$ cat config.mk
export PLATFORM = sky130hd
export DESIGN_NAME = cga_attrib
export DESIGN_NICKNAME = d
export VERILOG_FILES = /design/src/rtl/cga_mode_pkg.sv /design/src/rtl/cga_attrib.sv
export VERILOG_INCLUDE_DIRS = /design/src /design/src/rtl
export SDC_FILE = /design/constraint.sdc
export NUM_CORES = 1
export LEC_CHECK = 0
export BUFFER_PORTS_ARGS = -buffer_cell sky130_fd_sc_hd__buf_2
export CORE_AREA = 8 8 45 47
export CTS_BUF_LIST = sky130_fd_sc_hd__clkbuf_4 sky130_fd_sc_hd__clkbuf_8 sky130_fd_sc_hd__clkbuf_16
export DETAILED_ROUTE_END_ITERATION = 16
export DIE_AREA = 0 0 53 55
export PLACE_DENSITY = 0.61
export SLEW_MARGIN = 20
export SYNTH_ARGS = -nofsm -noshare
export SYNTH_HDL_FRONTEND = slang
export SYNTH_SLANG_ARGS = --single-unit
$ cat constraint.sdc
create_clock -name clk -period 0.8 [get_ports clk]
set_input_delay 0.04 -clock clk [delete_from_list [all_inputs] [get_ports clk]]
set_output_delay 0.04 -clock clk [all_outputs]
set_load 0.02 [all_outputs]
$ cat src/rtl/cga_consts.svh
// ======================================================================
// Character cell, font RAM and colour field sizes
// Shared by the sequencer, the pixel block and the attribute block
// ======================================================================
`ifndef CGA_CONSTS_SVH
`define CGA_CONSTS_SVH

// Pixels in one character cell, also the byte width of VRAM data
`define CGA_CHAR_W 8

// Glyph rows per character and the row address width
`define CGA_GLYPH_ROWS 8
`define CGA_ROW_W $clog2(`CGA_GLYPH_ROWS)

// Font RAM addressed as {character code, glyph row}
`define CGA_FONT_AW 11
`define CGA_FONT_DEPTH (1 << `CGA_FONT_AW)

// IRGB colour width
`define CGA_COLOR_W 4

`endif

$ cat src/rtl/cga_mode_pkg.sv
// ======================================================================
// Display mode selection and the IRGB pixel colour type
// ======================================================================
`default_nettype none

package cga_mode_pkg;

    // Text mode uses the font RAM, graphics mode is the 320-wide
    // four colour mode with two bits per pixel
    typedef enum logic {
        MODE_TEXT   = 1'b0,
        MODE_GRAPH4 = 1'b1
    } video_mode_e;

    // Same bit order as the CGA colour nibble
    // Intensity sits in the top bit
    typedef struct packed {
        logic i;
        logic r;
        logic g;
        logic b;
    } irgb_t;

endpackage

`default_nettype wire

$ cat src/rtl/cga_attrib.sv
// ======================================================================
// Attribute and palette stage
// Text colours, blink, cursor, graphics palettes and border,
// registered into the IRGB video output
// ======================================================================
`timescale 1ns/1ps
`default_nettype none
`include "cga_consts.svh"

module cga_attrib (
    input  wire                       clk,
    input  wire                       rst_n,
    input  cga_mode_pkg::video_mode_e mode,
    input  wire                       pix_on,
    input  wire [1:0]                 pix_bits,
    input  wire [`CGA_CHAR_W-1:0]     attr_q,
    input  wire                       cursor_q,
    input  wire                       de_q,
    input  wire [7:0]                 color_reg,
    input  wire                       blink_enabled,
    input  wire                       blink,
    output cga_mode_pkg::irgb_t       video
);

    import cga_mode_pkg::*;

    irgb_t fg_raw;
    irgb_t fg;
    irgb_t bg;
    irgb_t border;
    irgb_t text_color;
    irgb_t graph_color;
    irgb_t next_video;

    // Background and border share the low nibble of the colour register
    assign border = irgb_t'(color_reg[`CGA_COLOR_W-1:0]);

    always_comb begin
        fg_raw = irgb_t'(attr_q[`CGA_COLOR_W-1:0]);

        // With blink enabled attr bit 7 is the blink flag,
        // otherwise it is background intensity
        if (blink_enabled) begin
            bg = irgb_t'({1'b0, attr_q[6:4]});
        end else begin
            bg = irgb_t'(attr_q[7:4]);
        end

        // Blinking characters vanish into the background
        fg = fg_raw;
        if (blink_enabled && attr_q[7] && blink) begin
            fg = bg;
        end

        // Cursor fills the whole cell in the unblinked foreground
        if (cursor_q && blink) begin
            text_color = fg_raw;
        end else if (pix_on) begin
            text_color = fg;
        end else begin
            text_color = bg;
        end

        // Value 0 is background, 1..3 index the selected palette
        if (pix_bits == 2'b00) begin
            graph_color = border;
        end else begin
            graph_color = irgb_t'({color_reg[4], pix_bits, color_reg[5]});
        end

        if (!de_q) begin
            next_video = border;
        end else if (mode == MODE_GRAPH4) begin
            next_video = graph_color;
        end else begin
            next_video = text_color;
        end
    end

    always_ff @(posedge clk or negedge rst_n) begin
        if (!rst_n) begin
            video <= '0;
        end else begin
            video <= next_video;
        end
    end

endmodule

`default_nettype wire

## Yosys cells after proc, flatten, opt, wreduce, memory -nomap -nowiden

Index checks and enable logic that the tools add are counted.

| word-level totals | value |
|---|---|
| memory bits (writable) | 0 |
| ROM bits | 0 |
| register bits | 4 |
| input port bits | 26 |
| memories | 0 |
| latch bits | 0 |
| word-level logic and storage cells | 15 |

| cells by class | value |
|---|---|
| magnitude comparators | 0 |
| bitwise operators | 0 |
| multiplexer cells | 7 |
| equality and inequality tests | 0 |
| reductions and logical operators | 4 |
| add/sub/neg operators | 0 |
| shift operators | 0 |
| divide/modulo/power cells | 0 |
| multiply operators | 0 |

Operator list:

| cell | number |
|---|---|
| two-way mux 4 bit | 7 |
| logical AND 1 bit | 3 |
| logical NOT 2 bit | 1 |

## Longest topological paths before layout

| depth | value |
|---|---|
| word-level depth | 7 |
| mapped depth | 4 |
| gate-level depth less buffers | 3 |

## Worst setup path before layout

OpenSTA, ideal clock, no wires.

| timing path | value |
|---|---|
| path kind | input to register |
| start | in de_q |
| end | reg video[0] (netlist name) |
| stages | 4 |
| arrival | 0.599 ns |
| setup time | 0.136 ns |
| path slack | 0.065 ns |
| path buffers | 1 |
| cells stage by stage | buf_2 -> o211a_1 -> a221oi_1 -> nand3_1 |

RTL lines:

| what | line | source |
|---|---|---|
| start: declaration | cga_attrib.sv:18 | `input wire de_q,` |
| end signal: assignment | cga_attrib.sv:84 | `video <= next_video;` |
| end: declaration | cga_attrib.sv:22 | `output cga_mode_pkg::irgb_t video` |

## Worst setup path after layout

| timing path | value |
|---|---|
| start | reg video[3] (netlist name) |
| end | out video[3] (netlist name) |

No word-level cell between the ends.

==> results.yml <==
sta:
  report.final.slew_viol_count: 0
  slew_headroom_pct: 82.29
  tightest_slew_ns: 0.2652
  post-route-period-util_pct: 96.69
  max_freq_ghz: 1.293
  finalSetupTns_ns: 0
  rsz0062_at_grt: "false"
  hold_viol: 0
  fin_crit_ns: 0.7736
  setup_viol: 0
  final.setup.worst_slack_ns: 0.02644
critical_path:
  crit_fanout: 1
  cp.arrival_ns: 0.73
  cp_slowest_stage_delay_ns: 0.35
  crit_required_ns: 0.76
  cp_top_family: "flip-flops"
  path_buf_inv: 1
  setup.worst_path.class: "register to primary output"
  path_cells: "buf_2"
  end_kind: "primary output"
  startpoint_type: "register"
  crit_slowest_cell: "dfrtp_1"
route:
  drt_iter0_markers: 9
  ant_nets: 0
  finalWirelength_mm: 1.254
  routed-via-count: 483
  viasPerCell: 5.031
  routedWlPerCell_um: 13.06
  dr.pass1.iters: 4
  route.detailed.drc: 0
synth:
  synth.cell_area_um2: 356.6
  yosysSeqAreaShare_pct: 28.07
  synth.avg_cell_area_um2: 8.293
  syn-num-nets: 69
  synth-edff-count: 0
  yosysWarnings: 0
  ys_types: 27
  ys_ff_latch: 4
  synth_ff_type: "dfrtp_1"
  async_flop_share_pct: 100.0
  synthCells: 43
clock_network:
  cts.htree.levels: 1
  cts_buffer_depth: 2
  clock_sinks: 4
  post-cts-setup-buffer-count: 0
  cts_buffers: 3
  cts_root_buffer: "clkbuf_4"
  cts_tree: "yes"
  path_clk_slew_ns: 0.04
floorplan:
  io_pins: 30
  rows: 14
  die_area_mm2: 0.002915
  fp.dieH_um: 55
  die_x_um: 53
  core_mm2: 0.001384
  start_util_pct: 25.77
placed_design:
  io_buffers: 27
  globalplace.congestion: 0.8062
  dp_hpwl_mm: 1.087
  dp_slack_ns: -0.08659
status:
  status: "finished, final reports clean"
grt:
  antenna_found_initial: 0
  grt_max_degree: 8
  grt_pass1_vias: 443
  grt_overflow: 0
  track_usage_pct: 8.384
  grt_pass1_wl_mm: 1.828
power_and_ir_drop:
  p_comb_share_pct: 35.7
  intPower_w: 0.0005282
  seqPwrFrac_pct: 30.8
  p_clk_share_pct: 33.5
  leakage_nw: 0.3029
  power_density_mw_per_mm2: 1251
  vdd_drop_max_v: 0.0003250
  p_sw_w: 0.0002201
  p_sw_share_pct: 29.41
final_layout:
  largest_registers: "video (4)"
  nets: 108
  final.fill_count: 143
  antenna_cells: 0
  largest_register_ffs: 4
  largest-register: "video"
  area_growth_pct: 67.72
  drive_above_1_share_pct: 48.75
job:
  max-cap-violations: 0
min_path:
  hold_path_class: "primary input to register"
## synthesized netlist by cell type (2+ instances only)
master	instances	share of area [%]
nand2_1	5	5.3
dfrtp_1	4	28
o211ai_1	3	6.3
a21oi_1	2	2.8
a22oi_1	2	4.2
a31oi_1	2	3.5
inv_1	2	2.1
nand2b_1	2	3.5
nor2b_1	2	3.5
o31ai_1	2	4.2
## power by group through the flow
stage,Sequential (W),Combinational (W),Clock (W)
final,0.000230,0.000267,0.000251
after global routing,0.000232,0.000293,0.000264
after CTS,0.000229,0.000263,0.000258
after detailed placement,0.000231,0.000258,0
after global placement,0.000231,0.000257,0
after floorplan,0.000262,0.0000881,0
## what timing repair did
action                     in CTS  in global routing
gates resized for setup         0                  2
setup endpoints to repair       0                  1
hold endpoints to repair        4                  0
hold buffers                    1                  0
## path summary, 6_finish.rpt
check | startpoint | end | slack, ns | cells past startpoint
max | video[3] | video[3] | 0.03 | 1
min | color_reg[5] | video[0] | 0.06 | 3
max in group asynchronous | rst_n | video[2] | 0.54 | 2
min in group asynchronous | rst_n | video[3] | 0.14 | 2
## metrics by stage
| stage | area [µm²] | hold WS [ns] | std cells | util, % | total power (W) |
|---|---|---|---|---|---|
| finish | 598.1 | 0.06461 | 96 | 43.22 | 0.0007482 |
| global route | 598.1 | 0.09611 | 96 | 43.22 | 0.0007878 |
| CTS | 591.8 | 0.06197 | 96 | 42.77 | 0.0007495 |
| detailed placement | 559.3 | -0.1515 | 92 | 40.42 | 0.0004897 |
| global placement | 559.3 | -0.1549 | 92 | 40.42 | 0.0004879 |
| floorplan | 356.6 | -0.2556 | 43 | - | 0.0003500 |
## layer usage
layer  wire length, µm  GRT usage (%)  share of wire (%)  vias up
met5                 0              0                  0        -
met4                 0          3.879                  0        0
met3               162          3.209                 13        0
met2               607          14.06                 48       21
met1               484          9.188                 39      217
li1                  -              -                  -      245
## layout make-up
type	instances	area, µm²	area share (%)
multi-input cells	36	244.0	40.79
clock buffers	3	22.52	3.766
well taps	16	20.02	3.347
flip-flops and latches	4	100.1	16.74
repair buffers	35	203.9	34.10
inverters	2	7.507	1.255
## cell families after synthesis
group	Yosys count	synth area share (%)
buffers and inverters	3	3.508
AOI/OAI and AO/OA	20	42.10
DFF	4	28.07
and+or+nand+nor	16	26.32
## layout by cell type (no fill, tap or decap), types with 2 or more instances in the layout
cell type and n:
buf_2 26, buf_4 7, nand2_1 5, dfrtp_1 4, o211ai_1 3, clkbuf_4 3
inv_1 2, a21oi_1 2, nor2b_1 2, o31ai_1 2, nand2b_1 2, a22oi_1 2
a31oi_1 2
Note: power is estimated with default switching activity, not from simulation.
