### src/rtl/cga_consts.svh
// ======================================================================
// Character cell, font RAM and colour field sizes
// Shared by the sequencer, the pixel block and the attribute block
// ======================================================================
`ifndef CGA_CONSTS_SVH
`define CGA_CONSTS_SVH

// Pixels in one character cell, also the byte width of VRAM data
`define CGA_CHAR_W 8

// Glyph rows per character and the row address width
`define CGA_GLYPH_ROWS 8
`define CGA_ROW_W $clog2(`CGA_GLYPH_ROWS)

// Font RAM addressed as {character code, glyph row}
`define CGA_FONT_AW 11
`define CGA_FONT_DEPTH (1 << `CGA_FONT_AW)

// IRGB colour width
`define CGA_COLOR_W 4

`endif

### src/rtl/cga_timing_pkg.sv
// ======================================================================
// Character cell phase encoding, one value per clock of a cell
// ======================================================================
`default_nettype none

package cga_timing_pkg;

    // Values double as the pixel index inside the displayed cell
    typedef enum logic [2:0] {
        PH_CHAR  = 3'd0,  // Character byte fetch
        PH_ATTR  = 3'd1,  // Attribute byte fetch
        PH_FONT  = 3'd2,  // Glyph row read
        PH_IDLE3 = 3'd3,
        PH_IDLE4 = 3'd4,
        PH_IDLE5 = 3'd5,
        PH_IDLE6 = 3'd6,
        PH_LOAD  = 3'd7   // Fetch registers copied to display registers
    } char_phase_e;

endpackage

`default_nettype wire

### src/rtl/cga_char_seq.sv
// ======================================================================
// Character cell sequencer
// Phase counter with registered fetch, font read and load strobes
// ======================================================================
`timescale 1ns/1ps
`default_nettype none
`include "cga_consts.svh"

module cga_char_seq (
    input  wire                         clk,
    input  wire                         rst_n,
    output cga_timing_pkg::char_phase_e phase,
    output logic                        read_char,
    output logic                        read_att,
    output logic                        font_read,
    output logic                        load
);

    import cga_timing_pkg::*;

    // Last phase of a cell, one clock per pixel
    localparam int LAST_PHASE = `CGA_CHAR_W - 1;

    // Set once the first character has been fetched
    // Keeps load quiet while the fetch registers hold nothing
    logic primed;

    always_ff @(posedge clk or negedge rst_n) begin
        if (!rst_n) begin
            phase     <= PH_CHAR;
            read_char <= 1'b0;
            read_att  <= 1'b0;
            font_read <= 1'b0;
            load      <= 1'b0;
            primed    <= 1'b0;
        end else begin
            if (phase == char_phase_e'(LAST_PHASE)) begin
                phase <= PH_CHAR;
            end else begin
                phase <= char_phase_e'(phase + 3'd1);
            end

            // Each strobe is decoded one clock early so it is high
            // exactly during its own phase
            read_char <= (phase == PH_LOAD);

            // Attribute and font strobes only follow a real character fetch
            read_att  <= read_char && (phase == PH_CHAR);
            font_read <= read_att && (phase == PH_ATTR);
            load      <= primed && (phase == PH_IDLE6);

            if (read_char) begin
                primed <= 1'b1;
            end
        end
    end

endmodule

`default_nettype wire

### config.mk
export PLATFORM = sky130hd
export DESIGN_NAME = cga_char_seq
export DESIGN_NICKNAME = d
export VERILOG_FILES = /design/src/rtl/cga_timing_pkg.sv /design/src/rtl/cga_char_seq.sv
export VERILOG_INCLUDE_DIRS = /design/src /design/src/rtl
export SDC_FILE = /design/constraint.sdc
export NUM_CORES = 1
export LEC_CHECK = 0
export BUFFER_PORTS_ARGS = -buffer_cell sky130_fd_sc_hd__buf_2
export CAP_MARGIN = 5
export CELL_PAD_IN_SITES_DETAIL_PLACEMENT = 1
export CELL_PAD_IN_SITES_GLOBAL_PLACEMENT = 2
export CORE_AREA = 2 2 39 41
export DETAILED_ROUTE_END_ITERATION = 16
export DIE_AREA = 0 0 41 43
export PLACE_DENSITY = 0.54
export SYNTH_ARGS = -nofsm -noshare
export SYNTH_HDL_FRONTEND = slang
export SYNTH_SLANG_ARGS = --single-unit
### constraint.sdc
create_clock -name clk -period 2.55 [get_ports clk]
set_input_delay 0.1275 -clock clk [delete_from_list [all_inputs] [get_ports clk]]
set_output_delay 0.1275 -clock clk [all_outputs]
set_load 0.01 [all_outputs]
; After elaboration in Yosys (flattened, before gate mapping)
; Cells that the tools add are included.
[op_classes]
n_eq_ne = 3
n_reduce_logical = 4
addsub = 1
mux = 1
[op_table]
columns = op, n
row1 = "== test 3 bit, second input constant", 2
row2 = "adder 3 x 1 -> 3 bit, second input constant", 1
row3 = "== test 3 x 1 -> 1 bit, second input constant", 1
row4 = logical AND 1 bit, 3
row5 = logical NOT 3 bit, 1
row6 = two-way mux 3 bit, 1
[totals]
register_bits = 8
elab_cells = 15

; Logic depth before layout (Yosys ltp)
; Gate-level depths: netlist (run 1).
[logic_depth]
depth_word = 2
mapped_depth = 3
depth_no_buf = 3

; Worst setup path after synthesis (run 1)
; OpenSTA, ideal clock, no wires.
[synth_timing]
path_kind = register to register
startpoint = register phase[0]
endpoint = register phase[2]
setup_ns = 0.126
setup_slack_ns = 1.529
path_stages_with_launch = 3
arrival_ns = 0.895
cell_sequence = dfrtp_1 ha_1 ha_1
[synth_between]
elab_chain_len = 2
elab_cells_between_ends = 3
classes_between = add/sub (1) / eq/ne (1) / mux (1)
[synth_rtl]
columns = element, line_no
row1 = "start, declared", cga_char_seq.sv:12  ; output cga_timing_pkg::char_phase_e phase,
row2 = "start signal, assigned", cga_char_seq.sv:40  ; phase <= char_phase_e'(phase + 3'd1);
row3 = adder 3 x 1 -> 3 bit / == test 3 bit (equally long branches), "cga_char_seq.sv:40, cga_char_seq.sv:37"
row4 = two-way mux 3 bit (*), cga_char_seq.sv:37  ; if (phase == char_phase_e'(LAST_PHASE)) begin
; Mark *: on every way between the ends. The rest lies on a longest branch, timed or not.
; A chain may end at the register's enable or synchronous reset.

; Final worst setup path (run 1)
; Same ends and word-level chain as after synthesis.

==> impl_metrics.yaml, run 1 <==
clock_network:
  cts_buffers: 3
  cts_resized: 0
  path_clk_slew_ns: 0.05
  clockBufferDepth: 2
  clock-root-buffer: "clkbuf_4"
  cts.hold.buffers_added: 1
  cts_setup_buffers: 0
  cts_max_level: 1
  insertion_delay_ns: 0.25
  cts.sinks: 8
  cts_tree: "done"
die:
  io_pins: 9
  fp.dieArea_mm2: 0.001763
  initial_core_util_pct: 22.51
  num_rows: 14
  fp.dieW_um: 41
  die_y_um: 43
  coreArea_mm2: 0.001384
placement:
  gp_congestion: 0.6991
  io_buffer_count: 8
  dpl_worst_slack_ns: 1.518
  placed_area_um2: 371.6
  place_inst: 45
sta:
  drv_slew: 0
  slew-limit-headroom_pct: 87.80
  worst_pin_slew_ns: 0.1829
  fmax_mhz: 965.9
  final.min_clock_period_ns: 1.035
  setup_violations: 0
  tns_ns: 0
  fin_skew_ns: 0.001268
  rsz0062_at_grt: "no"
  hold_viol_final: 0
  post-route-period-util_pct: 40.60
  fin_ws_ns: 1.515
global_routing:
  grt_pass1_vias: 215
  grt_use_total_pct: 8.157
  grt_first_pass_wirelength_um: 855
  antenna_found_initial: 0
  grt_max_degree: 9
  gr-total-overflow: 0
logic_synthesis:
  yosys.area.top_type: "dfrtp_1"
  yosysWarnings: 0
  synth_cells: 21
  yosys-top-cells-area: "dfrtp_1, ha_1, and3b_1"
  synth.most_common_cell: "dfrtp_1"
  synth_area_um2: 311.5
  synth_edf_count: 0
  avgSynthCellArea_um2: 14.84
  ys.flop_type: "dfrtp_1"
  synth_commonest_cells: "dfrtp_1, ha_1, and3b_1, inv_1"
  synth_seq_area_share_pct: 64.26
  synth_top_area_share_pct: 64.26
  syn-num-nets: 28
  yosys_register_bits: 8
  synth_cell_types: 8
  async_flop_share_pct: 100.0
critical_path:
  reg2reg_depth: 2
  critPathArrivalTime_ns: 1.17
  crit_path_end_kind: "flop"
  path_class: "reg2reg"
  setup.worst_path.start_class: "flop"
  crit_fanout: 5
  worstPathRequired_ns: 2.68
routing:
  num_vias: 199
  via_per_inst: 4.061
  drt-total-wl_um: 547
  drt_drc_violations_left: 0
  drtPass1Iterations: 2
  drt_iter0_drc: 3
  wl_per_cell_um: 11.16
  ant_nets: 0
layout:
  syn_to_final_growth_pct: 29.72
  final_area_um2: 404.1
  final-seq-area_um2: 200.2
  diodes: 0
  fin_nets: 42
  finalNonFillerCells: 49
  drive_gt1_share_pct: 36.36
  nFillCells: 161
  multi_input_area_um2: 103.9
outcome:
  run_status: "completed"
hold_path:
  worstHoldPathType: "in2async"
power:
  leakagePower_nw: 0.2255
  power_uw: 228.0
  pwr_density_cell_mw_per_mm2: 564.1
  ir_drop_mv: 0.1824
run:
  cap_violations: 0
==> critical path, cell delays in order (launching register included) <==
cell and delay [ns]:
dfrtp_1 0.42, ha_1 0.22, ha_1 0.27
==> cells by family after synthesis <==
logic type    share of synthesized area, %
flops                                64.26
buf+inv                              2.411
simple gates                         13.26
fa+ha+maj                            20.08
==> area by class of cell <==
cell class / instances / area share, %
Timing Repair Buffer: 9 / 12.38
Tap cell: 16 / 4.954
Clock buffer: 3 / 5.573
Multi-Input combinational cell: 11 / 25.70
Sequential cell: 8 / 49.54
Inverter: 2 / 1.858
==> final timing paths <==
| check | startpoint | endpoint | slack [ns] |
|---|---|---|---|
| max in group asynchronous | rst_n | phase[2] | 2.14 |
| min in group clk | primed | primed | 0.46 |
| max | phase[0] | phase[2] | 1.51 |
| min reg2reg | primed | primed | 0.46 |
| min | rst_n | font_read | 0.24 |
| max reg2reg | phase[0] | phase[2] | 1.51 |
==> power breakdown <==
part	switching [mW]	internal, mW	leakage, nW
clock	0.0430	0.0539	0.0138
sequential	0	0.127	0.0985
combinational	0.00251	0.00156	0.113
==> placed cells by master (no fill, tap or decap) <==
cell type      Yosys  final
dfrtp_1            8      8
buf_2              0      8
ha_1               5      5
clkbuf_4           0      3
inv_1              2      2
and3b_1            2      2
nor2b_1            1      1
nor2_1             1      1
and3_2             1      1
or2_1              1      1
dlygate4sd3_1      0      1
==> per-layer routing <==
metal | routed length, um | vias up | share of wire (%) | GRT usage, %
met1 | 199 | 97 | 36 | 6.818
met3 | 36 | 4 | 6.6 | 3.141
met2 | 290 | 8 | 53 | 12.19
li1 | - | 90 | - | -
met4 | 21 | 0 | 3.8 | 10.00
met5 | 0 | - | 0 | 0
==> per-stage QoR <==
step           hold WS (ns)  util (%)
2_1_floorplan       -0.1681         -
3_3_place_gp       -0.02266     26.85
3_5_place_dp       -0.02038     26.85
4_1_cts              0.2345     29.20
5_1_grt              0.2692     29.20
6_report             0.2414     29.20
==> sequential cells by signal, indices dropped and copies added, names as in the netlist <==
register	flops
font_read	1
load	1
phase	3
primed	1
read_att	1
read_char	1
Power figures use the tool's default switching activity.
==> run 2: changes to the inputs <==
Settings changed: ABC_AREA set to 1, PLACE_DENSITY 0.54 to 0.57.
Clock period 2.55 ns to 1 ns, I/O delays scaled along.
==> impl_metrics.yaml, run 2 <==
outcome:
  run_status: "completed"
logic_synthesis:
  synth_top_area_share_pct: 63.75
  synth.most_common_cell: "dfrtp_1"
  synth_edf_count: 0
  ys.flop_type: "dfrtp_1"
  yosysWarnings: 0
  yosys.area.top_type: "dfrtp_1"
  async_flop_share_pct: 100.0
  yosys-top-cells-area: "dfrtp_1, ha_1, nor2_1"
  synth_area_um2: 314.1
  synth_seq_area_share_pct: 63.75
  syn-num-nets: 33
  synth_cell_types: 6
  avgSynthCellArea_um2: 12.08
  yosys_register_bits: 8
  synth_cells: 26
  synth_commonest_cells: "dfrtp_1, ha_1, nor2_1"
die:
  fp.dieArea_mm2: 0.001763
  initial_core_util_pct: 22.69
  num_rows: 14
  coreArea_mm2: 0.001384
  die_y_um: 43
  io_pins: 9
  fp.dieW_um: 41
layout:
  fin_nets: 49
  layout_common_cells: "buf_2, dfrtp_1, nor2_1"
  largest_register_ffs: 3
  final-seq-area_um2: 201.4
  drive_gt1_share_pct: 50.00
  diodes: 0
  nFillCells: 157
  final_common_cell: "buf_2"
  syn_to_final_growth_pct: 44.22
  largest_register: "phase"
  finalNonFillerCells: 56
  final_area_um2: 452.9
  multi_input_area_um2: 128.9
run:
  cap_violations: 0
placement:
  placed_area_um2: 376.6
  gp_congestion: 0.7085
  place_inst: 50
  io_buffer_count: 8
  hpwl_um: 476.4
  dpl_worst_slack_ns: -0.009297
power:
  swShare_pct: 19.72
  switchingPower_uw: 114.3
  comb_power_share_pct: 1.8
  pwr_density_cell_mw_per_mm2: 1280
  leakagePower_nw: 0.2512
  seqPwrFrac_pct: 55.9
  internal_power_uw: 465.3
  ir_drop_mv: 0.4392
  clockPowerShare_pct: 42.3
critical_path:
  crit-reg2reg-launch: "phase[0]"
  crit_chain: "ha_2 -> ha_4 -> nor2_1"
  path_class: "reg2reg"
  r2r_slack_ns: 0.04
  setup.worst_path.start_class: "flop"
  slowest_stage: "dfrtp_2"
  worstPathRequired_ns: 1.18
  crit_fanout: 5
  startpoint: "phase[0]"
  critPathMaxStageDelay_ns: 0.43
  crit_path_end_kind: "flop"
  critPathArrivalTime_ns: 1.14
global_routing:
  grt_pass1_vias: 222
  grt_first_pass_wirelength_mm: 1.048
  grt_use_total_pct: 10.24
  gr-total-overflow: 0
  grt_max_degree: 9
  antenna_found_initial: 0
sta:
  setup_violations: 0
  worst_pin_slew_ns: 0.2236
  hold_viol_final: 0
  fin_ws_ns: 0.04039
  post-route-period-util_pct: 95.96
  fmax_mhz: 1042
  drv_slew: 0
  final.min_clock_period_ns: 0.9596
  rsz0062_at_grt: "yes"
  fin_skew_ns: 0.0002073
  slew-limit-headroom_pct: 85.10
routing:
  drt-total-wl_um: 654
  ant_nets: 0
  wl_per_cell_um: 11.68
  drt_drc_violations_left: 0
  via_per_inst: 4.054
  drt_iter0_drc: 0
  drtPass1Iterations: 1
  num_vias: 227
clock_network:
  cts_tree: "done"
  cts.sinks: 8
  clock-root-buffer: "clkbuf_4"
  cts_buffers: 3
  path_clk_slew_ns: 0.05
  insertion_delay_ns: 0.25
  cts_max_level: 1
  clockBufferDepth: 2
hold_path:
  worstHoldPathType: "in2async"
-- run 2: cell count changes after synthesis, sizes merged --
cell | before | now
and3 | 1 | 0
nand2 | 0 | 3
inv | 2 | 4
and3b | 2 | 0
nor2 | 1 | 5
nor2b | 1 | 0
-- run 2: worst max-delay path, delay by kind of cell (launching register included) --
kind / cells / cell delay (ns)
adders and majority gates: 2 / 0.38
DFF: 1 / 0.43
and+or+nand+nor: 1 / 0.08
-- run 2: logic make-up (layout without fill, tap and decap cells) --
group | count (synthesis) | after routing | synth area share (%)
adder cells (fa/ha/maj) | 5 | 5 | 19.92
buffers and inverters | 4 | 18 | 4.779
flip-flops | 8 | 8 | 63.74
AND/OR/NAND/NOR | 9 | 9 | 11.56
-- run 2: layer usage --
metal	track usage (%)	routed length, um
met1	9.302	234
met2	14.37	335
met3	6.283	49
met4	10.00	34
met5	0	0
-- run 2: layout make-up --
cell class,instances,area share [%]
tap,16,4.420
inverter,4,3.315
timing repair buffer,11,14.36
sequential,8,44.48
clock buffer,3,4.972
multi-input combinational,14,28.45
-- run 2: worst paths after layout --
check,to,cells after the start
worst max-delay path,phase[0],3
worst min-delay path,font_read,2
worst max register to register,phase[0],3
worst min register to register,primed,1
max in group asynchronous,phase[0],2
min in group clk,primed,1
-- run 2: repair_timing --
action	4_1_cts	5_1_grt
hold buffers	1	0
setup buffers	1	1
resized for setup	1	6
pin swaps	0	2
gates cloned	0	0
endpoints found under the setup margin	2	4
endpoints found under the hold margin	8	0
-- run 2: power groups by stage --
stage	Sequential (mW)	Combinational [mW]	Clock (mW)
after floorplan	0.330	0.0000000944	0
after global placement	0.330	0.00788	0
after detailed placement	0.330	0.00797	0
after CTS	0.324	0.0110	0.254
after global routing	0.324	0.0129	0.273
final	0.324	0.0104	0.245
-- run 2: per-stage QoR --
step | power, mW | hold WS (ns) | util [%] | setup TNS, ns
finish | 0.5796 | 0.1665 | 32.73 | 0
global route | 0.6099 | 0.1906 | 32.73 | -0.01996
CTS | 0.5891 | 0.1712 | 30.29 | 0
detailed placement | 0.3376 | -0.09895 | 27.22 | -0.009297
global placement | 0.3375 | -0.09999 | 27.22 | 0
floorplan | 0.3297 | -0.2456 | - | 0
